$ cat src/ring_net_macros.svh
// sizing constants for the ring network
// include before any file that sizes ports, fields or queues

`ifndef RING_NET_MACROS_SVH
`define RING_NET_MACROS_SVH

// terminals on the ring, one router each
`define RING_NUM_PORTS 8

// message field widths
`define RING_PAYLOAD_NBITS 8
`define RING_OPAQUE_NBITS 8

// wide enough to name every terminal
`define RING_SRCDEST_NBITS 3

// channel queue entries per router
// bubble flow control needs at least two
`define RING_QUEUE_DEPTH 2

`endif

$ cat src/ring_ctrl_pkg.sv
// control encodings used inside each ring router
// refer to the types as ring_ctrl_pkg::name

`default_nettype none

package ring_ctrl_pkg;

  // ----------------------------------------
  // routing decision
  // ----------------------------------------

  // eject when dest matches this router, otherwise move clockwise
  typedef enum logic {
    ROUTE_EJECT   = 1'b0,
    ROUTE_FORWARD = 1'b1
  } route_e;

  // ----------------------------------------
  // output port arbitration
  // ----------------------------------------

  // requester that won the output port most recently
  // reset value GRANT_INJECT lets ring traffic win first
  typedef enum logic {
    GRANT_RING   = 1'b0,
    GRANT_INJECT = 1'b1
  } grant_e;

endpackage

`default_nettype wire

$ cat src/ring_msg_pkg.sv
// network message format shared by routers, top level and testbench
// refer to the types as ring_msg_pkg::name

`default_nettype none

`include "ring_net_macros.svh"

package ring_msg_pkg;

  // ----------------------------------------
  // terminal numbering
  // ----------------------------------------

  // a terminal number, used for src, dest and router ids
  typedef logic [`RING_SRCDEST_NBITS-1:0] port_idx_t;

  // ----------------------------------------
  // message layout
  // ----------------------------------------

  // dest sits in the top bits, routers only look at it
  // 3 + 3 + 8 + 8 = 22 bits in the default sizing
  typedef struct packed {
    port_idx_t                     dest;
    port_idx_t                     src;
    logic [`RING_OPAQUE_NBITS-1:0] opaque;
    logic [`RING_PAYLOAD_NBITS-1:0] payload;
  } net_msg_t;

endpackage

`default_nettype wire

$ cat src/ring_net.sv
// unidirectional ring of routers, one per terminal
// each port group is a packed array indexed by terminal number

`timescale 1ns/1ps
`default_nettype none

`include "ring_net_macros.svh"

module ring_net (
  input  logic                                         clk,
  input  logic                                         reset,

  input  logic [`RING_NUM_PORTS-1:0]                   in_val,
  output logic [`RING_NUM_PORTS-1:0]                   in_rdy,
  input  ring_msg_pkg::net_msg_t [`RING_NUM_PORTS-1:0] in_msg,

  output logic [`RING_NUM_PORTS-1:0]                   out_val,
  input  logic [`RING_NUM_PORTS-1:0]                   out_rdy,
  output ring_msg_pkg::net_msg_t [`RING_NUM_PORTS-1:0] out_msg
);

  localparam int num_ports = `RING_NUM_PORTS;

  // link i runs from router i to router i+1
  logic [num_ports-1:0]                   link_val;
  logic [num_ports-1:0]                   link_rdy;
  ring_msg_pkg::net_msg_t [num_ports-1:0] link_msg;

  // ----------------------------------------
  // router stages
  // ----------------------------------------

  for (genvar i = 0; i < num_ports; i++)
  begin : g_router
    // upstream link, router 0 closes the ring from the last router
    localparam int prev = (i + num_ports - 1) % num_ports;

    ring_router #(
      .router_id (ring_msg_pkg::port_idx_t'(i))
    ) router_i (
      .clk          (clk),
      .reset        (reset),
      .in_val       (in_val[i]),
      .in_rdy       (in_rdy[i]),
      .in_msg       (in_msg[i]),
      .out_val      (out_val[i]),
      .out_rdy      (out_rdy[i]),
      .out_msg      (out_msg[i]),
      .ring_in_val  (link_val[prev]),
      .ring_in_rdy  (link_rdy[prev]),
      .ring_in_msg  (link_msg[prev]),
      .ring_out_val (link_val[i]),
      .ring_out_rdy (link_rdy[i]),
      .ring_out_msg (link_msg[i])
    );
  end

endmodule

`default_nettype wire

$ cat src/ring_queue.sv
// channel queue toward the clockwise neighbour with valid/ready on both sides
// also reports whether two entries are free for the bubble check

`timescale 1ns/1ps
`default_nettype none

`include "ring_net_macros.svh"

module ring_queue (
  input  logic                   clk,
  input  logic                   reset,

  input  logic                   in_val,
  output logic                   in_rdy,
  input  ring_msg_pkg::net_msg_t in_msg,

  output logic                   out_val,
  input  logic                   out_rdy,
  output ring_msg_pkg::net_msg_t out_msg,

  output logic                   free_two
);

  localparam int depth     = `RING_QUEUE_DEPTH;
  localparam int ptr_nbits = (depth > 1) ? $clog2(depth) : 1;
  localparam int cnt_nbits = $clog2(depth + 1);

  // message storage
  ring_msg_pkg::net_msg_t entries [depth];

  logic [ptr_nbits-1:0] wr_ptr;
  logic [ptr_nbits-1:0] rd_ptr;
  logic [cnt_nbits-1:0] count;
  logic                 push;
  logic                 pop;

  // wrap pointer at depth for any entry count
  function automatic logic [ptr_nbits-1:0] ptr_next(input logic [ptr_nbits-1:0] ptr);
    if (ptr == ptr_nbits'(depth - 1))
      return '0;
    else
      return ptr + 1'b1;
  endfunction

  // rdy only looks at local occupancy
  // a full queue that pops frees its slot on the next edge
  // keeps rdy paths around the ring free of combinational loops
  assign in_rdy  = (count != cnt_nbits'(depth));
  assign out_val = (count != '0);
  assign out_msg = entries[rd_ptr];

  assign push = in_val && in_rdy;
  assign pop  = out_val && out_rdy;

  // room for an injected message plus the bubble left for the ring
  assign free_two = (count <= cnt_nbits'(depth - 2));

  // ----------------------------------------
  // pointers and occupancy
  // ----------------------------------------

  always_ff @(posedge clk)
  begin
    if (reset)
    begin
      wr_ptr <= '0;
      rd_ptr <= '0;
      count  <= '0;
    end
    else
    begin
      if (push)
        wr_ptr <= ptr_next(wr_ptr);
      if (pop)
        rd_ptr <= ptr_next(rd_ptr);
      // simultaneous push and pop leaves count alone
      if (push && !pop)
        count <= count + 1'b1;
      else if (pop && !push)
        count <= count - 1'b1;
    end
  end

  // a written message shows at out_msg one cycle later
  always_ff @(posedge clk)
  begin
    if (push)
      entries[wr_ptr] <= in_msg;
  end

endmodule

`default_nettype wire

$ cat src/ring_router.sv
// one ring stage: ejects to the local terminal or forwards clockwise
// injection into the ring obeys the bubble rule, out is shared round robin

`timescale 1ns/1ps
`default_nettype none

`include "ring_net_macros.svh"

module ring_router #(
  parameter ring_msg_pkg::port_idx_t router_id = '0
) (
  input  logic                   clk,
  input  logic                   reset,

  // local injection
  input  logic                   in_val,
  output logic                   in_rdy,
  input  ring_msg_pkg::net_msg_t in_msg,

  // local ejection
  output logic                   out_val,
  input  logic                   out_rdy,
  output ring_msg_pkg::net_msg_t out_msg,

  // from the counter-clockwise neighbour
  input  logic                   ring_in_val,
  output logic                   ring_in_rdy,
  input  ring_msg_pkg::net_msg_t ring_in_msg,

  // to the clockwise neighbour
  output logic                   ring_out_val,
  input  logic                   ring_out_rdy,
  output ring_msg_pkg::net_msg_t ring_out_msg
);

  ring_ctrl_pkg::route_e  ring_route;
  ring_ctrl_pkg::route_e  inj_route;
  ring_ctrl_pkg::grant_e  last_grant;

  logic                   ring_want_out;
  logic                   inj_want_out;
  logic                   ring_out_gnt;
  logic                   inj_out_gnt;

  logic                   ring_fwd;
  logic                   inj_fwd;

  logic                   q_in_val;
  logic                   q_in_rdy;
  ring_msg_pkg::net_msg_t q_in_msg;
  logic                   q_free_two;

  // ----------------------------------------
  // route compute
  // ----------------------------------------

  // only the dest field matters, src is carried along untouched
  assign ring_route = (ring_in_msg.dest == router_id) ? ring_ctrl_pkg::ROUTE_EJECT
                                                      : ring_ctrl_pkg::ROUTE_FORWARD;
  assign inj_route  = (in_msg.dest == router_id) ? ring_ctrl_pkg::ROUTE_EJECT
                                                 : ring_ctrl_pkg::ROUTE_FORWARD;

  assign ring_want_out = ring_in_val && (ring_route == ring_ctrl_pkg::ROUTE_EJECT);
  assign inj_want_out  = in_val && (inj_route == ring_ctrl_pkg::ROUTE_EJECT);

  // ----------------------------------------
  // output arbitration
  // ----------------------------------------

  // on a tie the requester that lost last time wins
  assign ring_out_gnt = ring_want_out &&
                        (!inj_want_out || (last_grant == ring_ctrl_pkg::GRANT_INJECT));
  assign inj_out_gnt  = inj_want_out &&
                        (!ring_want_out || (last_grant == ring_ctrl_pkg::GRANT_RING));

  // ejection path is combinational, same cycle as arrival
  assign out_val = ring_out_gnt || inj_out_gnt;
  assign out_msg = ring_out_gnt ? ring_in_msg : in_msg;

  // round robin state moves only when a message actually leaves on out
  always_ff @(posedge clk)
  begin
    if (reset)
      last_grant <= ring_ctrl_pkg::GRANT_INJECT;
    else if (out_val && out_rdy)
      last_grant <= ring_out_gnt ? ring_ctrl_pkg::GRANT_RING
                                 : ring_ctrl_pkg::GRANT_INJECT;
  end

  // ----------------------------------------
  // channel queue steering
  // ----------------------------------------

  // ring head has priority for the queue
  assign ring_fwd = ring_in_val && (ring_route == ring_ctrl_pkg::ROUTE_FORWARD);

  // bubble rule
  // injection must leave one slot free so ring traffic can always move
  assign inj_fwd = in_val && (inj_route == ring_ctrl_pkg::ROUTE_FORWARD) &&
                   !ring_fwd && q_free_two;

  assign q_in_val = ring_fwd || inj_fwd;
  assign q_in_msg = ring_fwd ? ring_in_msg : in_msg;

  ring_queue queue_i (
    .clk      (clk),
    .reset    (reset),
    .in_val   (q_in_val),
    .in_rdy   (q_in_rdy),
    .in_msg   (q_in_msg),
    .out_val  (ring_out_val),
    .out_rdy  (ring_out_rdy),
    .out_msg  (ring_out_msg),
    .free_two (q_free_two)
  );

  // ----------------------------------------
  // ready back to the senders
  // ----------------------------------------

  // a stalled out_rdy holds the ring head upstream
  assign ring_in_rdy = (ring_route == ring_ctrl_pkg::ROUTE_EJECT) ? (ring_out_gnt && out_rdy)
                                                                  : q_in_rdy;

  // free_two already implies the queue has room
  assign in_rdy = (inj_route == ring_ctrl_pkg::ROUTE_EJECT) ? (inj_out_gnt && out_rdy)
                                                            : (inj_fwd && q_in_rdy);

endmodule

`default_nettype wire
$ cat config.mk
export PLATFORM = sky130hd
export DESIGN_NAME = ring_net
export DESIGN_NICKNAME = d
export VERILOG_FILES = /design/src/ring_ctrl_pkg.sv /design/src/ring_msg_pkg.sv /design/src/ring_net.sv /design/src/ring_queue.sv /design/src/ring_router.sv
export VERILOG_INCLUDE_DIRS = /design/src
export SDC_FILE = /design/constraint.sdc
export NUM_CORES = 1
export LEC_CHECK = 0
export BUFFER_PORTS_ARGS = -buffer_cell sky130_fd_sc_hd__buf_2
export CORE_ASPECT_RATIO = 0.9
export CORE_MARGIN = 2
export CORE_UTILIZATION = 60
export DETAILED_ROUTE_END_ITERATION = 8
export MAX_ROUTING_LAYER = met4
export PLACE_DENSITY = 0.86
export SYNTH_ARGS = -nofsm -noshare
export SYNTH_HDL_FRONTEND = slang
export SYNTH_SLANG_ARGS = --single-unit
$ cat constraint.sdc
create_clock -name clk -period 7.7 [get_ports clk]
set_input_delay 1.155 -clock clk [delete_from_list [all_inputs] [get_ports clk]]
set_output_delay 1.155 -clock clk [all_outputs]
set_load 0.01 [all_outputs]
Yosys cells after proc, flatten, opt, wreduce, memory -nomap -nowiden
Memory sizes are Yosys's and may differ from the RTL's. A register that Yosys moved wholly into a read port is not among the register bits.
Cells that the tools add are included.
Storage, ports and cells
  bits in writable memories: 352
  output and inout bits: 192
  bits in registers: 40
  bits of input ports: 194
  memories kept: 8
Operators by class
  reductions and logical operators: 218
  add/subtract/negate cells: 32
  bitwise gates (word level): 8
  order comparisons: 8
  mux-type cells: 120
  equal/unequal tests: 22
Memories
  g_router[0].router_i.queue_i.entries: words 2, width 22, read ports 1, clocked after Yosys merged registers in 1, write ports 1, line ring_queue.sv:29  | ring_msg_pkg::net_msg_t entries [depth];
  g_router[1].router_i.queue_i.entries: words 2, width 22, read ports 1, clocked after Yosys merged registers in 1, write ports 1, line ring_queue.sv:29
  g_router[2].router_i.queue_i.entries: words 2, width 22, read ports 1, clocked after Yosys merged registers in 1, write ports 1, line ring_queue.sv:29
  g_router[3].router_i.queue_i.entries: words 2, width 22, read ports 1, clocked after Yosys merged registers in 1, write ports 1, line ring_queue.sv:29
  g_router[4].router_i.queue_i.entries: words 2, width 22, read ports 1, clocked after Yosys merged registers in 1, write ports 1, line ring_queue.sv:29
  g_router[5].router_i.queue_i.entries: words 2, width 22, read ports 1, clocked after Yosys merged registers in 1, write ports 1, line ring_queue.sv:29
  2 more memories
Operators by type and width (number)
  2-to-1 mux 22 bit: 16
  logical AND 1 bit: 128
  2-to-1 mux 1 bit: 88
  zero test 1 bit: 40
  logical OR 1 bit: 32
  2-to-1 mux 2 bit: 16
  nonzero test 2 bit: 16
  equality test 3 bit (second input constant): 8
  adder 1 bit (second input constant): 16
  adder 2 x 1 -> 2 bit (second input constant): 8
  less-or-equal comparator 2 x 1 -> 1 bit (second input constant): 8
  inequality test 2 bit (second input constant): 8
  subtractor 2 x 1 -> 2 bit (second input constant): 8
  equality test 3 x 2 -> 1 bit (second input constant): 4
  inverter 1 bit: 8
  equality test 3 x 1 -> 1 bit (second input constant): 2
  zero test 3 bit: 2

Longest topological paths before layout
  depth in word-level cells: 12
  gate-level depth with buffers: 9

Hierarchy
Synthesis repeated with hierarchy kept, for this count alone.
Unflattened totals
  cell total of the unflattened synthesis: 1320
  area total of the unflattened synthesis: 20365.8 µm²
Modules (own cells, without submodules)
  ring_queue: area each 1805.5 µm², instances 8, sequential area each 1421.4 µm², cells each 93
  ring_router at g_router[1].router_i ...: area each 767.0 µm², instances 2, sequential area each 20.0 µm², cells each 70
  ring_router at g_router[5].router_i ...: area each 721.9 µm², instances 2, sequential area each 20.0 µm², cells each 73
  ring_router at g_router[3].router_i: area each 758.2 µm², instances 1, sequential area each 20.0 µm², cells each 73
  ring_router at g_router[7].router_i: area each 735.7 µm², instances 1, sequential area each 20.0 µm², cells each 77
  ring_router at g_router[4].router_i: area each 726.9 µm², instances 1, sequential area each 20.0 µm², cells each 70
  ring_router at g_router[0].router_i: area each 723.2 µm², instances 1, sequential area each 20.0 µm², cells each 70

Worst setup path before layout
No wires, ideal clock.
  path kind: input to register
  start: input in_msg[109] in the netlist's numbering
  end: memory g_router[4].router_i.queue_i.entries[1][0] in the netlist's numbering (enable)
  arrival time: 3192 ps
  path slack: 4070 ps
  buffers on the path: 0
  stages: 3
  cell sequence: or3b_2 nand3_1 a21boi_0
Between the ends
  cells in the longest elaborated chain, start to end: 9
RTL lines
  start, declared: line ring_net.sv:15  | input ring_msg_pkg::net_msg_t [`RING_NUM_PORTS-1:0] in_msg,
  equality test 3 bit: line ring_router.sv:60  | assign inj_route = (in_msg.dest == router_id) ? ring_ctrl_pkg::ROUTE_EJECT
  2-to-1 mux 1 bit: line ring_router.sv:60
  logical AND 1 bit (2 in a row): line ring_router.sv:99  | assign inj_fwd = in_val && (inj_route == ring_ctrl_pkg::ROUTE_FORWARD) &&
  logical AND 1 bit: line ring_router.sv:100  | !ring_fwd && q_free_two;
  logical OR 1 bit: line ring_router.sv:102  | assign q_in_val = ring_fwd || inj_fwd;
  logical AND 1 bit: line ring_queue.sv:52  | assign push = in_val && in_rdy;
  2-to-1 mux 1 bit: line ring_queue.sv:87  | if (push)
  2-to-1 mux 1 bit (not written as such): line ring_queue.sv:88  | entries[wr_ptr] <= in_msg;
  end, declared: line ring_queue.sv:29
Every way passes these cells.

==> flow_summary.json <==
{
  "place_inst": 2323,
  "cts_tree": "yes",
  "syn_inst": 1591,
  "cp.depth": 5,
  "worst_setup_path_end_kind": "output port",
  "dr.first_iter.drc_count": 1512,
  "fin_area_um2": 23100,
  "grt_max_degree": 49,
  "place_congestion": 0.972,
  "rsz0062_at_grt": "no",
  "power_density_nw_per_um2": 452,
  "start_kind": "register",
  "dieArea_um2": 34100,
  "synth_top_area_share_pct": 53.9,
  "grt.met3_usage_pct": 4.19,
  "synth_nets": 1793,
  "grt_pass1_vias": 13800,
  "place_area_um2": 21900,
  "cts-resized-gates": 0,
  "io_pins": 386,
  "synth_area_leader_cell": "edfxtp_1",
  "criticalPathCategory": "register to output port",
  "finalMaxSlewViolations": 0,
  "hold_buffers": 0,
  "synth_area_um2": 19600,
  "layout-drive-gt1-share_pct": 35.2,
  "synth_cell_types": 64,
  "root_buffer": "clkbuf_16",
  "postCtsSetupRepairBufs": 0,
  "avgSynthCellArea_um2": 12.3,
  "num_antenna_cells": 0,
  "grt_usage_pct": 29.8,
  "tns_ps": 0,
  "r2r_cells": 7,
  "die_h_um": 175,
  "clock-sinks": 400,
  "dp.final_hpwl_um": 38400,
  "reg2reg_to": "g_router[7].router_i.queue_i.count[1]",
  "crit_buf_inv": 1,
  "coreArea_um2": 32000,
  "routed_wl_um": 51100,
  "grt-ovfl-total": 0,
  "status": "completed",
  "synth_seq_cells": 400,
  "grtUsageMet2_pct": 49.2,
  "ys_warn_count": 0,
  "critPathMaxStageDelay_ps": 1130,
  "detail-route-antenna-nets": 0,
  "numCtsBuffers": 41,
  "leakage_nw": 9.03,
  "ys_seq_area_share_pct": 58.8,
  "port_buffers": 385,
  "critical_path_arrival_ps": 3570,
  "hold_path_class": "register to register",
  "ys.flop_type": "edfxtp_1",
  "period_needed_ps": 4730,
  "clk_pin_slew_ps": 60,
  "die_x_um": 195,
  "grt_pass1_wl_um": 76300,
  "nFillCells": 2152,
  "post-route-period-util_pct": 61.4,
  "clock_skew_ps": 12.7,
  "max_slew_margin_pct": 12.1,
  "cp_slowest_cell": "dfxtp_1",
  "synth-edff-count": 352,
  "finalSetupViolCount": 0,
  "final_cell_count_no_fill": 2398,
  "route.vias.total": 14400,
  "wire_per_inst_um": 21.3,
  "crit_family": "flip-flops",
  "final-hold-violation-count": 0,
  "vias_per_cell": 6.01,
  "multiInputGateArea_um2": 7550,
  "reg2reg_slack_ps": 4480,
  "antenna_found_initial": 0,
  "drc": 0,
  "nNetsFinal": 2153,
  "fmax_mhz": 212,
  "worst_pin_slew_ps": 1320,
  "ff_latch_area_um2": 11500,
  "cts_buffer_depth": 3,
  "crit_end": "out_msg[165]",
  "async_flop_share_pct": 0,
  "dr.pass1.iters": 6,
  "gr-usage-met1_pct": 39.1,
  "yosys-top-cells-area": "edfxtp_1 (54%), mux2_2 (9.0%), mux2i_1 (6.2%)",
  "drv_cap": 0,
  "start_util_pct": 61.2,
  "required_ps": 6550,
  "syn_to_final_growth_pct": 18.1,
  "fp-row-count": 62,
  "final_core_util_pct": 72.2,
  "worstPathCellList": "nand4_1 > a21oi_2 > o21a_1 > mux2_2 > buf_2",
  "grt.busiest_layer": "met2",
  "cts_htree_levels": 2,
  "peakVddDrop_v": 0.000225,
  "worstSkewPairLatency_ps": 530,
  "crit_path_max_fanout": 28
}
## placed cells by master (no fill, tap or decap), types with 7 or more instances in the layout
master     synthesis  layout
a21boi_2           0       7
a21oi_1          136     128
a21oi_2            2      10
and2_1            11      11
buf_2             16     385
buf_4             22      31
clkbuf_1          52      11
clkbuf_16          0      43
clkinv_2           0       9
dfxtp_1           48      48
edfxtp_1         352     352
ha_1               8       8
inv_1             26      26
mux2_1            25      25
mux2_2           156     156
mux2i_1          121     121
nand2_1          118     118
nand2b_1          15      15
nand3_1           15      15
nor2_1           139     139
nor2b_1           13      13
nor3_1            18      12
nor3_2             2       8
o21a_1             8       8
o21ai_0          125     125
o22ai_1           10      10
or2_2             16      16
or3_1              9       9
xor2_1            16      16
## flip-flops by register name, indices dropped and copies added (netlist names), named ones only
| signal | flops |
|---|---|
| g_router.router_i.queue_i.count | 16 |
| g_router.router_i.queue_i.rd_ptr | 8 |
| g_router.router_i.queue_i.entries | 352 |
| g_router.router_i.queue_i.wr_ptr | 8 |
| g_router.router_i.last_grant | 8 |
## cells by family after synthesis
group	after synthesis	share of synthesized area [%]
compound gates	325	9.26
buf+inv	126	3.13
simple gates	414	11.0
mux	302	16.6
xor+xnor	16	0.715
flops	400	58.8
fa+ha+maj	8	0.511
## worst register-to-register path, cell delays in order, from the launching register on
cell and delay, ps:
dfxtp_1 320, buf_4 360, nor4b_2 560, o221ai_2 590
o21a_1 440, ha_1 340, or3_1 350, a21oi_1 170
## metrics by stage
stage                     hold WS [ps]  worst slack [ps]  total power, mW
after floorplan                    475              4070             7.01
after global placement             487              3410             8.32
after detailed placement           505              3230             8.53
after CTS                          515              2990             10.4
after global routing               547              2750             10.9
final                              513              2970             10.5
## how the worst min path moves through the flow
stage / start / endpoint / depth (start not counted)
3_3_place_gp: g_router[3].router_i.queue_i.count[1] / g_router[3].router_i.queue_i.count[1] / 2
6_report: g_router[2].router_i.queue_i.count[1] / g_router[2].router_i.queue_i.count[1] / 2
3_5_place_dp: g_router[3].router_i.queue_i.count[1] / g_router[3].router_i.queue_i.count[1] / 2
2_1_floorplan: g_router[3].router_i.queue_i.count[1] / g_router[3].router_i.queue_i.count[1] / 2
4_1_cts: g_router[4].router_i.queue_i.count[1] / g_router[4].router_i.queue_i.count[1] / 2
5_1_grt: g_router[2].router_i.queue_i.count[1] / g_router[2].router_i.queue_i.count[1] / 2
## report_power, final
| part | switching [mW] | internal (mW) | leakage, nW | total [mW] |
|---|---|---|---|---|
| Clock | 0.793 | 1.08 | 0.618 | 1.87 |
| Combinational | 2.80 | 1.57 | 4.73 | 4.37 |
| Sequential | 0.386 | 3.82 | 3.68 | 4.21 |
## layer usage
| layer | part of all wire, % | routed length (µm) |
|---|---|---|
| met4 | 2.4 | 1250 |
| met3 | 8.7 | 4440 |
| met2 | 49 | 24900 |
| met1 | 40 | 20500 |
| met5 | 0 | 0 |
## cell type report
type	instances	share of cell area, %
Clock buffer	56	4.95
Clock inverter	18	0.524
Inverter	26	0.422
Multi-Input combinational cell	1065	32.6
Sequential cell	400	49.8
Tap cell	416	2.25
Timing Repair Buffer	417	9.40
## synthesized netlist by cell type (all sizes together) (9+ instances only)
cell / count
a21oi: 138
and2: 11
buf: 48
clkbuf: 52
dfxtp: 48
edfxtp: 352
inv: 26
mux2: 181
mux2i: 121
nand2: 118
nand2b: 15
nand3: 15
nor2: 139
nor2b: 13
nor3: 20
o21ai: 127
o22ai: 10
or2: 16
or3: 9
xor2: 16
Note: power is estimated with default switching activity, not from simulation.
